`config.mk`:
```
export PLATFORM = sky130hd
export DESIGN_NAME = memGameTop
export DESIGN_NICKNAME = d
export VERILOG_FILES = /design/src/memGamePkg.sv /design/src/memGameTop.sv /design/src/gameControl.sv /design/src/cardPlacer.sv /design/src/boardTable.sv /design/src/dealShuffler.sv /design/src/lfsrSource.sv
export SDC_FILE = /design/constraint.sdc
export NUM_CORES = 1
export LEC_CHECK = 0
export BUFFER_PORTS_ARGS = -buffer_cell sky130_fd_sc_hd__clkbuf_2
export CAP_MARGIN = 10
export CORE_MARGIN = 5
export CORE_UTILIZATION = 62
export CTS_BUF_LIST = sky130_fd_sc_hd__clkbuf_8
export DETAILED_ROUTE_END_ITERATION = 16
export PLACE_DENSITY = 0.82
export SYNTH_ARGS = -nofsm -noshare
export SYNTH_HDL_FRONTEND = slang
export SYNTH_SLANG_ARGS = --single-unit
```
`constraint.sdc`:
```
create_clock -name FPGA_Clk -period 3.9 [get_ports FPGA_Clk]
set_input_delay 0.585 -clock FPGA_Clk [delete_from_list [all_inputs] [get_ports FPGA_Clk]]
set_output_delay 0.585 -clock FPGA_Clk [all_outputs]
set_load 0.01 [all_outputs]
```
`src/memGamePkg.sv`:
```
`default_nettype none

package memGamePkg;

    ////////////////////
    // Board geometry
    ////////////////////
    localparam int NUM_SLOTS = 16;
    localparam int SLOT_W    = 4;
    localparam int NUM_PAIRS = 8;

    ////////////////////
    // Register map
    ////////////////////
    // Word addresses on the 6-bit bus address
    localparam logic [5:0] ADR_CTRL      = 6'd0;
    localparam logic [5:0] ADR_FLIP      = 6'd1;
    localparam logic [5:0] ADR_SCORE     = 6'd2;
    // Slot contents, 16 to 31
    localparam logic [5:0] ADR_SLOT_BASE = 6'd16;
    // Card positions, 32 to 47
    localparam logic [5:0] ADR_POS_BASE  = 6'd32;

    // Slot word, linear index or row/column on the 4x4 grid
    typedef union packed {
        logic [SLOT_W-1:0] index;
        struct packed {
            logic [1:0] row;
            logic [1:0] col;
        } grid;
    } boardPos_u;

endpackage

`default_nettype wire
```
`src/memGameTop.sv`:
```
`default_nettype none

module memGameTop
    import memGamePkg::*;
#(
    parameter logic [15:0] LFSR_SEED = 16'hACE1,
    parameter logic [9:0]  ORIGIN_X  = 10'd64,
    parameter logic [9:0]  ORIGIN_Y  = 10'd48,
    parameter logic [9:0]  PITCH_X   = 10'd128,
    parameter logic [9:0]  PITCH_Y   = 10'd104
)
(
    input  wire         FPGA_Clk,
    input  wire         rstN,
    input  wire         wbCyc,
    input  wire         wbStb,
    input  wire         wbWe,
    input  wire  [5:0]  wbAdr,
    input  wire  [31:0] wbDatW,
    output logic [31:0] wbDatR,
    output logic        wbAck
);

    logic [SLOT_W-1:0] rndBits, dealWrSlot, dealWrCard, flagWrSlot, rdCard;
    logic              dealStart, dealWrEn, dealBusy, dealDone;
    logic              flagWrEn, flagFaceUp, flagMatched, clearFlags, rdFaceUp, rdMatched;
    logic [9:0]        posX, posY;
    boardPos_u         rdPos;

    lfsrSource #(.LFSR_SEED(LFSR_SEED)) u_lfsrSource (
        .FPGA_Clk(FPGA_Clk), .rstN(rstN), .rndBits(rndBits));

    dealShuffler u_dealShuffler (
        .FPGA_Clk(FPGA_Clk), .rstN(rstN), .dealStart(dealStart), .rndBits(rndBits),
        .dealWrEn(dealWrEn), .dealWrSlot(dealWrSlot), .dealWrCard(dealWrCard),
        .dealBusy(dealBusy), .dealDone(dealDone));

    boardTable u_boardTable (
        .FPGA_Clk(FPGA_Clk), .rstN(rstN),
        .dealWrEn(dealWrEn), .dealWrSlot(dealWrSlot), .dealWrCard(dealWrCard),
        .flagWrEn(flagWrEn), .flagWrSlot(flagWrSlot), .flagFaceUp(flagFaceUp),
        .flagMatched(flagMatched), .clearFlags(clearFlags), .rdPos(rdPos),
        .rdCard(rdCard), .rdFaceUp(rdFaceUp), .rdMatched(rdMatched));

    cardPlacer #(
        .ORIGIN_X(ORIGIN_X), .ORIGIN_Y(ORIGIN_Y), .PITCH_X(PITCH_X), .PITCH_Y(PITCH_Y)
    ) u_cardPlacer (
        .FPGA_Clk(FPGA_Clk), .rstN(rstN), .rdPos(rdPos), .posX(posX), .posY(posY));

    gameControl u_gameControl (
        .FPGA_Clk(FPGA_Clk), .rstN(rstN),
        .wbCyc(wbCyc), .wbStb(wbStb), .wbWe(wbWe), .wbAdr(wbAdr), .wbDatW(wbDatW),
        .wbDatR(wbDatR), .wbAck(wbAck),
        .dealBusy(dealBusy), .dealDone(dealDone),
        .rdCard(rdCard), .rdFaceUp(rdFaceUp), .rdMatched(rdMatched),
        .posX(posX), .posY(posY),
        .dealStart(dealStart), .flagWrEn(flagWrEn), .flagWrSlot(flagWrSlot),
        .flagFaceUp(flagFaceUp), .flagMatched(flagMatched), .clearFlags(clearFlags),
        .rdPos(rdPos));

endmodule

`default_nettype wire

```
`src/gameControl.sv`:
```
`default_nettype none

module gameControl
    import memGamePkg::*;
(
    input  wire               FPGA_Clk,
    input  wire               rstN,
    input  wire               wbCyc,
    input  wire               wbStb,
    input  wire               wbWe,
    input  wire  [5:0]        wbAdr,
    input  wire  [31:0]       wbDatW,
    output logic [31:0]       wbDatR,
    output logic              wbAck,
    input  wire               dealBusy,
    input  wire               dealDone,
    input  wire  [SLOT_W-1:0] rdCard,
    input  wire               rdFaceUp,
    input  wire               rdMatched,
    input  wire  [9:0]        posX,
    input  wire  [9:0]        posY,
    output logic              dealStart,
    output logic              flagWrEn,
    output logic [SLOT_W-1:0] flagWrSlot,
    output logic              flagFaceUp,
    output logic              flagMatched,
    output logic              clearFlags,
    output boardPos_u         rdPos
);

    typedef enum logic [2:0] {stIdle, stEval, stDownB, stApply, stMatch} flipState_t;

    flipState_t        state;
    logic [5:0]        ackAdr;
    logic [SLOT_W-1:0] flipSlot, flipCard, firstSlot, firstCard, misA, misB;
    logic              firstOpen, misShow, busReq, accept, doApply, isMatch, gameWon;
    logic [SLOT_W-1:0] curCard;
    logic [3:0]        pairsFound;
    logic [7:0]        attempts;

    // New access only when idle, so a running flip stretches the ack
    assign busReq  = wbCyc && wbStb && !wbAck && (state == stIdle);
    assign gameWon = (pairsFound == 4'(NUM_PAIRS));
    // Table data for the flipped slot is live only in stEval
    assign curCard = (state == stEval) ? rdCard : flipCard;
    assign accept  = dealDone && !rdFaceUp && !rdMatched;
    assign doApply = ((state == stEval) && accept && !misShow) || (state == stApply);
    // Cards 2k and 2k+1 share a pair
    assign isMatch = firstOpen && (curCard[SLOT_W-1:1] == firstCard[SLOT_W-1:1]);

    always_comb
    begin
        // A FLIP looks up its own slot instead of the address
        rdPos.index = wbAdr[SLOT_W-1:0];
        if (wbWe && (wbAdr == ADR_FLIP))
            rdPos.index = wbDatW[SLOT_W-1:0];
    end

    ////////////////////
    // Flag write port
    ////////////////////
    always_comb
    begin
        flagWrEn    = 1'b0;
        flagWrSlot  = flipSlot;
        flagFaceUp  = 1'b1;
        flagMatched = 1'b0;
        if ((state == stEval) && accept && misShow)
        begin
            flagWrEn   = 1'b1;
            flagWrSlot = misA;
            flagFaceUp = 1'b0;
        end
        if (state == stDownB)
        begin
            flagWrEn   = 1'b1;
            flagWrSlot = misB;
            flagFaceUp = 1'b0;
        end
        if (doApply)
        begin
            flagWrEn    = 1'b1;
            flagMatched = isMatch;
        end
        if (state == stMatch)
        begin
            flagWrEn    = 1'b1;
            flagWrSlot  = firstSlot;
            flagMatched = 1'b1;
        end
    end

    ////////////////////
    // Bus and flip sequence
    ////////////////////
    always_ff @(posedge FPGA_Clk or negedge rstN)
    begin
        if (!rstN)
        begin
            state      <= stIdle;
            wbAck      <= 1'b0;
            ackAdr     <= '0;
            dealStart  <= 1'b0;
            clearFlags <= 1'b0;
            flipSlot   <= '0;
            flipCard   <= '0;
            firstOpen  <= 1'b0;
            firstSlot  <= '0;
            firstCard  <= '0;
            misShow    <= 1'b0;
            misA       <= '0;
            misB       <= '0;
            pairsFound <= '0;
            attempts   <= '0;
        end
        else
        begin
            wbAck      <= busReq;
            dealStart  <= 1'b0;
            clearFlags <= 1'b0;
            if (busReq)
            begin
                ackAdr <= wbAdr;
                if (wbWe && (wbAdr == ADR_CTRL) && wbDatW[0] && !dealBusy)
                begin
                    dealStart  <= 1'b1;
                    clearFlags <= 1'b1;
                    pairsFound <= '0;
                    attempts   <= '0;
                    firstOpen  <= 1'b0;
                    misShow    <= 1'b0;
                end
                if (wbWe && (wbAdr == ADR_FLIP))
                begin
                    state    <= stEval;
                    flipSlot <= wbDatW[SLOT_W-1:0];
                end
            end
            case (state)
                stEval:
                begin
                    flipCard <= rdCard;
                    if (!accept)
                        state <= stIdle;
                    else if (misShow)
                    begin
                        // First half of turning the old mismatch down
                        misShow <= 1'b0;
                        state   <= stDownB;
                    end
                end
                stDownB: state <= stApply;
                stApply, stMatch: state <= stIdle;
                default: ;
            endcase
            if (doApply)
            begin
                state <= isMatch ? stMatch : stIdle;
                if (!firstOpen)
                begin
                    firstOpen <= 1'b1;
                    firstSlot <= flipSlot;
                    firstCard <= curCard;
                end
                else
                begin
                    firstOpen <= 1'b0;
                    if (attempts != 8'hFF)
                        attempts <= attempts + 1'b1;
                    if (isMatch)
                        pairsFound <= pairsFound + 1'b1;
                    else
                    begin
                        misShow <= 1'b1;
                        misA    <= firstSlot;
                        misB    <= flipSlot;
                    end
                end
            end
        end
    end

    // Read data for the access being acked
    always_comb
    begin
        wbDatR = '0;
        if (ackAdr == ADR_CTRL)
            wbDatR[2:0] = {gameWon, dealDone, dealBusy};
        else if (ackAdr == ADR_SCORE)
        begin
            wbDatR[3:0]  = pairsFound;
            wbDatR[15:8] = attempts;
        end
        else if (ackAdr[5:4] == ADR_SLOT_BASE[5:4])
            wbDatR[5:0] = {rdMatched, rdFaceUp, rdCard};
        else if (ackAdr[5:4] == ADR_POS_BASE[5:4])
        begin
            wbDatR[9:0]   = posX;
            wbDatR[25:16] = posY;
        end
    end

    // Master must hold the strobe through the ack
    ackInCycle: assert property (@(posedge FPGA_Clk) disable iff (!rstN)
        wbAck |-> (wbCyc && wbStb));

endmodule

`default_nettype wire

```
`src/cardPlacer.sv`:
```
`default_nettype none

module cardPlacer
    import memGamePkg::*;
#(
    parameter logic [9:0] ORIGIN_X = 10'd64,
    parameter logic [9:0] ORIGIN_Y = 10'd48,
    parameter logic [9:0] PITCH_X  = 10'd128,
    parameter logic [9:0] PITCH_Y  = 10'd104
)
(
    input  wire             FPGA_Clk,
    input  wire             rstN,
    input  wire  boardPos_u rdPos,
    output logic [9:0]      posX,
    output logic [9:0]      posY
);

    // k * pitch for k in 0..3, built from one add
    function automatic logic [9:0] pitchTimes(input logic [1:0] k, input logic [9:0] pitch);
        logic [9:0] acc;
        acc = k[0] ? pitch : 10'd0;
        if (k[1])
        begin
            acc = acc + (pitch << 1);
        end
        return acc;
    endfunction

    logic [9:0] nextX;
    logic [9:0] nextY;

    // Column steps across, row steps down
    assign nextX = ORIGIN_X + pitchTimes(rdPos.grid.col, PITCH_X);
    assign nextY = ORIGIN_Y + pitchTimes(rdPos.grid.row, PITCH_Y);

    always_ff @(posedge FPGA_Clk or negedge rstN)
    begin
        if (!rstN)
        begin
            posX <= '0;
            posY <= '0;
        end
        else
        begin
            posX <= nextX;
            posY <= nextY;
        end
    end

endmodule

`default_nettype wire

```
`src/boardTable.sv`:
```
`default_nettype none

module boardTable
    import memGamePkg::*;
(
    input  wire               FPGA_Clk,
    input  wire               rstN,
    input  wire               dealWrEn,
    input  wire  [SLOT_W-1:0] dealWrSlot,
    input  wire  [SLOT_W-1:0] dealWrCard,
    input  wire               flagWrEn,
    input  wire  [SLOT_W-1:0] flagWrSlot,
    input  wire               flagFaceUp,
    input  wire               flagMatched,
    input  wire               clearFlags,
    input  wire  boardPos_u   rdPos,
    output logic [SLOT_W-1:0] rdCard,
    output logic              rdFaceUp,
    output logic              rdMatched
);

    logic [NUM_SLOTS-1:0][SLOT_W-1:0] cards;
    logic [NUM_SLOTS-1:0]             faceUp;
    logic [NUM_SLOTS-1:0]             matched;

    always_ff @(posedge FPGA_Clk or negedge rstN)
    begin
        if (!rstN)
        begin
            cards   <= '0;
            faceUp  <= '0;
            matched <= '0;
        end
        else
        begin
            if (clearFlags)
            begin
                faceUp  <= '0;
                matched <= '0;
            end
            // Newly dealt card starts face down
            if (dealWrEn)
            begin
                cards[dealWrSlot]   <= dealWrCard;
                faceUp[dealWrSlot]  <= 1'b0;
                matched[dealWrSlot] <= 1'b0;
            end
            if (flagWrEn)
            begin
                faceUp[flagWrSlot]  <= flagFaceUp;
                matched[flagWrSlot] <= flagMatched;
            end
        end
    end

    // Registered read, valid one cycle after rdPos
    always_ff @(posedge FPGA_Clk)
    begin
        rdCard    <= cards[rdPos.index];
        rdFaceUp  <= faceUp[rdPos.index];
        rdMatched <= matched[rdPos.index];
    end

    // A found pair stays up for the rest of the game
    matchedStays: assert property (@(posedge FPGA_Clk) disable iff (!rstN)
        (flagWrEn && matched[flagWrSlot]) |-> (flagFaceUp && flagMatched));

endmodule

`default_nettype wire

```
`src/dealShuffler.sv`:
```
`default_nettype none

module dealShuffler
    import memGamePkg::*;
(
    input  wire               FPGA_Clk,
    input  wire               rstN,
    input  wire               dealStart,
    input  wire  [SLOT_W-1:0] rndBits,
    output logic              dealWrEn,
    output logic [SLOT_W-1:0] dealWrSlot,
    output logic [SLOT_W-1:0] dealWrCard,
    output logic              dealBusy,
    output logic              dealDone
);

    // One bit per card value already placed
    logic [NUM_SLOTS-1:0] usedMap;
    // Next slot to fill
    logic [SLOT_W-1:0]    fillCnt;
    logic                 drawFree;
    logic                 lastSlot;
    logic [NUM_SLOTS-1:0] cardBit;

    ////////////////////
    // Draw test
    ////////////////////
    // A draw is taken only while dealing and only if that card is still free
    assign drawFree = dealBusy && !usedMap[rndBits];
    assign lastSlot = (fillCnt == SLOT_W'(NUM_SLOTS - 1));

    always_ff @(posedge FPGA_Clk or negedge rstN)
    begin
        if (!rstN)
        begin
            usedMap  <= '0;
            fillCnt  <= '0;
            dealBusy <= 1'b0;
            dealDone <= 1'b0;
            dealWrEn <= 1'b0;
        end
        else
        begin
            dealWrEn <= drawFree;
            if (dealStart && !dealBusy)
            begin
                // Fresh deal, forget every placed card
                usedMap  <= '0;
                fillCnt  <= '0;
                dealBusy <= 1'b1;
                dealDone <= 1'b0;
            end
            else if (drawFree)
            begin
                usedMap[rndBits] <= 1'b1;
                fillCnt          <= fillCnt + 1'b1;
                if (lastSlot)
                begin
                    dealBusy <= 1'b0;
                    dealDone <= 1'b1;
                end
            end
            // Rejected draws just fall through, next cycle brings a new one
        end
    end

    ////////////////////
    // Table write port
    ////////////////////
    always_ff @(posedge FPGA_Clk)
    begin
        if (drawFree)
        begin
            dealWrSlot <= fillCnt;
            dealWrCard <= rndBits;
        end
    end

    // Written card must have been free the cycle it was drawn, and now be marked
    assign cardBit = NUM_SLOTS'(1) << dealWrCard;

    dealNoDup: assert property (@(posedge FPGA_Clk) disable iff (!rstN)
        dealWrEn |-> ((($past(usedMap) & cardBit) == '0) && ((usedMap & cardBit) != '0)));

endmodule

`default_nettype wire

```
`src/lfsrSource.sv`:
```
`default_nettype none

module lfsrSource
    import memGamePkg::*;
#(
    parameter logic [15:0] LFSR_SEED = 16'hACE1
)
(
    input  wire               FPGA_Clk,
    input  wire               rstN,
    output logic [SLOT_W-1:0] rndBits
);

    // Taps 16,14,13,11 give a maximal-length sequence
    localparam logic [15:0] TAP_MASK = 16'hB400;

    logic [15:0] lfsrState;

    always_ff @(posedge FPGA_Clk or negedge rstN)
    begin
        if (!rstN)
        begin
            lfsrState <= LFSR_SEED;
        end
        else
        begin
            // Galois form, shift right and fold the output bit back in
            lfsrState <= {1'b0, lfsrState[15:1]} ^ (lfsrState[0] ? TAP_MASK : 16'h0000);
        end
    end

    // Low bits become the card draw
    assign rndBits = lfsrState[SLOT_W-1:0];

    // All-zero state would lock the shuffler forever
    lfsrNonZero: assert property (@(posedge FPGA_Clk) disable iff (!rstN)
        lfsrState != '0);

endmodule

`default_nettype wire

```
# [Word-level counts from Yosys, hierarchy flattened]
# Cells that the tools add are included.
[word_totals] inputBits=43 ff_bits=218 wordCells=212
[op_classes] bitwise=7 order_cmp=7 n_reduce_logical=38 eq_ne=12 mux=96 addsub=7
[op_table] op="$mux 16" count=9
[op_table] op="$mux 4" count=17
[op_table] op="$bwmux 64" count=1
[op_table] op="$mux 10" count=6
[op_table] op="$mux 8" count=6
[op_table] op="$mux 1" count=34
[op_table] op="$and 16x16->16" count=2
[op_table] op="$bwmux 16" count=2
[op_table] op="$mux 23" count=1
[op_table] op="$mux 3" count=7
[op_table] op="$lt 4x5->1 const B" count=4
[op_table] op="$logic_and 1x1->1" count=18
[op_table] op="$bmux 4 s4" count=1
[op_table] op="$demux 4 s4" count=1
[op_table] op="$not 16->16" count=1
[op_table] op="$or 16x16->16" count=1
[op_table] op="$xor 15x16->16" count=1
[op_table] op="$bmux 1 s4" count=3
[op_table] op="$demux 1 s4" count=3
[op_table] op="$ge 4x1->1 const B" count=3
[op_table] op="$logic_not 6->1" count=2
[op_table] op="$mux 6" count=2
[op_table] op="$add 10x8->10 const B" count=1
[op_table] op="$add 10x9->10 const B" count=1
[op_table] op="25 further kinds" count=40

# [Logic depth before layout (Yosys ltp)]
[logic_depth] ltp_word=14 depth_mapped=9 depth_no_buf=7

# [By module]
# From an unflattened synthesis, not the netlist that was laid out.
[hier_totals] cells_unflattened=794 area_unflattened_um2=9649.3
[modules_own_cells] module="boardTable" seq_area_each_um2=2522.4 area_each_um2=4865.9 instances=1 cells_each=374
[modules_own_cells] module="gameControl" seq_area_each_um2=1176.1 area_each_um2=2585.0 instances=1 cells_each=256
[modules_own_cells] module="dealShuffler" seq_area_each_um2=815.8 area_each_um2=1321.3 instances=1 cells_each=111
[modules_own_cells] module="lfsrSource" seq_area_each_um2=410.4 area_each_um2=466.7 instances=1 cells_each=23
[modules_own_cells] module="cardPlacer" seq_area_each_um2=250.2 area_each_um2=410.4 instances=1 cells_each=30

# [Least setup slack after synthesis]
# Ideal clock, no wire load.
[synth_path] path_kind="input port to flip-flop" from="input port wbAdr[3]" to="register u_boardTable.rdCard[0]" arrival_time_ns=2.678 setup_ns=0.120 cell_stages=8 t_required_ns=3.780 path_buffers=2 slack_ns=1.102 path_cell_list="or4b_4 > nor3_1 > a31o_2 > clkbuf_8 > buf_6 > mux4_1 > a22oi_1 > nand2_1"
[synth_via] elab_chain_cells=5
[synth_lines] element="from (decl)" line_no="memGameTop.sv:18" text="input wire [5:0] wbAdr,"
[synth_lines] element="$eq 6x1->1" line_no="gameControl.sv:55" text="if (wbWe && (wbAdr == ADR_FLIP))"
[synth_lines] element="$logic_and 1x1->1" line_no="gameControl.sv:55"
[synth_lines] element="$mux 4 (*)" line_no="gameControl.sv:55"
[synth_lines] element="$bmux 4 s4 (*)" line_no="boardTable.sv:59" text="rdCard <= cards[rdPos.index];"
[synth_lines] element="$mux 4 (not written as such) (*)" line_no="boardTable.sv:59"
[synth_lines] element="to (signal assigned)" line_no="boardTable.sv:59"
[synth_lines] element="to (decl)" line_no="boardTable.sv:17" text="output logic [SLOT_W-1:0] rdCard,"
# Mark *: on every way between the ends. The rest lies on a longest branch, timed or not. The select of a mux whose other input is x is not followed.
# A chain may end at the register's enable or synchronous reset.

# [Worst setup path after layout]
[layout_path] from="register u_gameControl.state[0]" to="register u_boardTable.matched[5]"
[layout_via] elab_chain_cells=12 elab_cells_between_ends=27 classes_between="2 x order compare; 5 x eq/ne; 14 x mux; 6 x reduce/logical"
[layout_lines] element="from (decl)" line_no="gameControl.sv:33" text="flipState_t state;"
[layout_lines] element="from (signal assigned)" line_no="gameControl.sv:100" text="state <= stIdle;"
[layout_lines] element="from (signal assigned)" line_no="gameControl.sv:135" text="state <= stEval;"
[layout_lines] element="from (signal assigned)" line_no="gameControl.sv:144" text="state <= stIdle;"
[layout_lines] element="$eq 3x1->1" line_no="gameControl.sv:45, gameControl.sv:47, gameControl.sv:68"
[layout_lines] element="$logic_and 1x1->1" line_no="gameControl.sv:47, gameControl.sv:68"
[layout_lines] element="$logic_and 1x1->1" line_no="gameControl.sv:68" text="if ((state == stEval) && accept && misShow)"
[layout_lines] element="$mux 4" line_no="gameControl.sv:68"
[layout_lines] element="$mux 4" line_no="gameControl.sv:74" text="if (state == stDownB)"
[layout_lines] element="$mux 4" line_no="gameControl.sv:85" text="if (state == stMatch)"
[layout_lines] element="$lt 4x5->1 (not written as such) / $ge 4x1->1 (equally long branches)" line_no="boardTable.sv:51" text="matched[flagWrSlot] <= flagMatched;"
[layout_lines] element="$logic_and 1x1->1 (not written as such)" line_no="boardTable.sv:51"
[layout_lines] element="$mux 1 (not written as such)" line_no="boardTable.sv:51"
[layout_lines] element="$demux 1 s4"
[layout_lines] element="$bwmux 16" line_no="boardTable.sv:51"
[layout_lines] element="$mux 16 (*)" line_no="boardTable.sv:48" text="if (flagWrEn)"
[layout_lines] element="to (signal, indexed assignment)" line_no="boardTable.sv:51"
[layout_lines] element="to (decl)" line_no="boardTable.sv:24" text="logic [NUM_SLOTS-1:0] matched;"
# Mark *: on every way between the ends. The rest lies on a longest branch, timed or not.

==> results.md <==
* Status: finished, final reports clean
* Max_cap viols at 0
* Ys async rst share at 0.9320
* CTS sink count at 206
* Rel. slew slack at 0.2655
* Post-route setup TNS at 0 ps
* Worst slack at placement at about 480 ps
* Final standard cell utilization of the core at 0.6929
* Hold Vio Cnt, Final at 0
* Hpwl dp at 15100 um
* Fin crit share at 0.7981
* Max Freq at 321.3 MHz
* Initial antenna violation count at 0
* Initial DRC Count at 494
* Initial Util at 0.6245
* Share of layout cells above drive strength 1 at 0.2687
* Gate count of the mapped netlist at roughly 800
* Hold Path Class: in2async
* Count of flip-flops with a built-in enable after synthesis at 8
* Largest net degree at the start of global routing at ~110
* Vias per Instance at 6.054
* Yosys warning count at 0
* GPL Wtd Cong at 0.9281
* Final wirelength at 21670 um
* DRC errors left at 0
* Commonest cells after routing, fill and taps aside: dfrtp_1 (184), mux2_2 (88), nand2_1 (80)
* Crit Path Max Fanout at 17
* Final non-filler cell total at 1098
* Final Net Count at 907
* Top_reg_cell synth: dfrtp_1
* Detailed Routing Iterations Pass 1 at 5
* RSZ-0062 raised after global routing: false
* Fin Hold WS at roughly 170 ps
* Gr usage total at 0.2473
* Final Skew at 23.05 ps
* Number of port buffers at 38
* Global-route wire length before repair at 35900 um
* Final Setup Violations at 0
* Worst-Margin Slew at 1100 ps
* Die Ht at 135.8 um
* DR vias at 6647
* Die W at 135.8 um
* Worst vdd ir at 0.3075 mV
* Critical Path End Type: register
* Flops & latches, synth at just over 200
* Hold-fix buffers at CTS at 0
* Sequential share of the synthesized area at 0.5274
* Ant diodes at 0
* Netlist cell types at 74
* Worst-skew pair later-pin latency at roughly 520 ps
* IO Count at 76
* Core box area at 15710 um2
* CTS tree: built
* H-tree lvl count at 2
* Final slew viol count at 0
* Antenna viol nets, final at 0
* Pleak at 5.244 nW
* Power Density at 416.6 nW/um2
* Setup WS post-layout at 787.6 ps
* CP Data Required Time at 4240 ps
* # rows at 46
* Clk buf depth at 3
* CTS resizes at 0
* Synthesized cell area at about 9800 um2
* Dpl cells at about 1000
* WP data arrival at 3450 ps
* FILL cells at 1125
* CTS clk-pin slew, worst paths at 60 ps
* Tmin final at 3112 ps
* Number of global-route vias before repair at about 6900
* Startpoint types: register
* Area delta synth->final at 10.95%
* Total CTS buffers at 34
* Kind of critical path: reg2reg
* WL/cell at ~20 um
* GR Overflow Total at 0
* Die area at 18440 um2
* CTS Root Cell: clkbuf_8
* Avg Cell Area, Syn at 12.20 um2
* Commonest non-fill, non-tap cell in the layout: dfrtp_1
* # Post-CTS Setup Buffers at 0
[Yosys cell counts, drive strengths merged (17+ instances only)]
cell,number,share of area
a21oi,27,0.014
and2,20,0.013
buf,17,0.013
clkbuf,23,0.012
dfrtp,184,0.47
mux2,88,0.10
mux2i,39,0.041
mux4,28,0.071
nand2,80,0.031
nor2,59,0.023
nor2b,18,0.011
nor3,17,0.0098
o21ai,30,0.016
[routing by layer]
layer,track usage,vias to the layer above,wire [um]
met1,0.3218,3356,8660
li1,-,2998,-
met4,0.09966,0,670
met2,0.4157,243,11030
met5,0,-,0
met3,0.04346,50,1311
[final timing paths]
path / start / endpoint / slack, ps / cells after the start
worst max-delay path: u_gameControl.state[0]$_DFF_PN0_ / u_boardTable.matched[5]$_DFF_PN0_ / 790 / 6
worst min-delay path: rstN / u_gameControl.attempts[6]$_DFF_PN0_ / 170 / 1
worst max register to register: u_gameControl.state[0]$_DFF_PN0_ / u_boardTable.matched[5]$_DFF_PN0_ / 790 / 6
worst min register to register: u_lfsrSource.lfsrState[4]$_DFF_PN0_ / u_lfsrSource.lfsrState[3]$_DFF_PN0_ / 350 / 0
max in group asynchronous: rstN / u_gameControl.firstOpen$_DFFE_PN0P_ / 2830 / 2
min in group FPGA_Clk: u_lfsrSource.lfsrState[4]$_DFF_PN0_ / u_lfsrSource.lfsrState[3]$_DFF_PN0_ / 350 / 0
[report_power, final]
part / internal, mW / switching, mW
registers: 2.21 / 0.0557
logic: 0.118 / 0.164
clock network: 1.11 / 0.872
total: 3.44 / 1.09
[critical path, stage by stage, from the launching register on]
cell	delay, ps
dfrtp_1	680
or3b_1	570
mux2i_2	240
xnor2_1	510
nor3_4	140
nor2_2	610
mux2i_1	200
[stage by stage]
step / power, mW / cell area (um2)
after floorplan: 2.474 / 9842
after detailed placement: 2.592 / 10150
final: 4.535 / 10890
after CTS: 4.582 / 10890
after global placement: 2.573 / 10150
after global routing: 4.720 / 10890
[sequential cells by signal, summed over array words and instances, names as in the netlist, 3 cells and up]
register / count
u_gameControl.ackAdr: 6
u_dealShuffler.dealWrSlot: 4
u_lfsrSource.lfsrState: 16
u_gameControl.state: 3
u_gameControl.misA: 4
u_boardTable.cards: 64
u_cardPlacer.posX: 3
u_dealShuffler.usedMap: 16
u_gameControl.attempts: 8
u_boardTable.matched: 16
u_cardPlacer.posY: 7
u_dealShuffler.fillCnt: 4
u_boardTable.faceUp: 16
u_gameControl.misB: 4
u_gameControl.firstCard: 3
u_gameControl.firstSlot: 4
u_dealShuffler.dealWrCard: 4
u_gameControl.flipCard: 3
u_boardTable.rdCard: 4
u_gameControl.flipSlot: 4
u_gameControl.pairsFound: 4
[final cells by class]
cell class / count / area (um2) / share of cell area
Clock buffer: 45 / 619.3 / 0.05689
Clock inverter: 17 / 112.6 / 0.01034
Inverter: 16 / 60.06 / 0.005517
Multi-Input combinational cell: 550 / 4365 / 0.4010
Sequential cell: 206 / 5175 / 0.4753
Tap cell: 216 / 270.3 / 0.02482
Timing Repair Buffer: 48 / 284.0 / 0.02609
[cells by family (layout without fill, tap and decap cells)]
logic type      count (synthesis)  count (layout)  share of synthesized area
simple gates                  265             265                     0.1409
flops                         206             206                     0.5274
mux                           155             155                     0.2131
compound gates                105             105                    0.06988
buf+inv                        56             126                    0.03073
fa+ha+maj                       8               8                    0.01020
xor+xnor                        7               7                   0.007015
other cells                     2              10                  0.0007654
(Power assumes the default switching activity.)
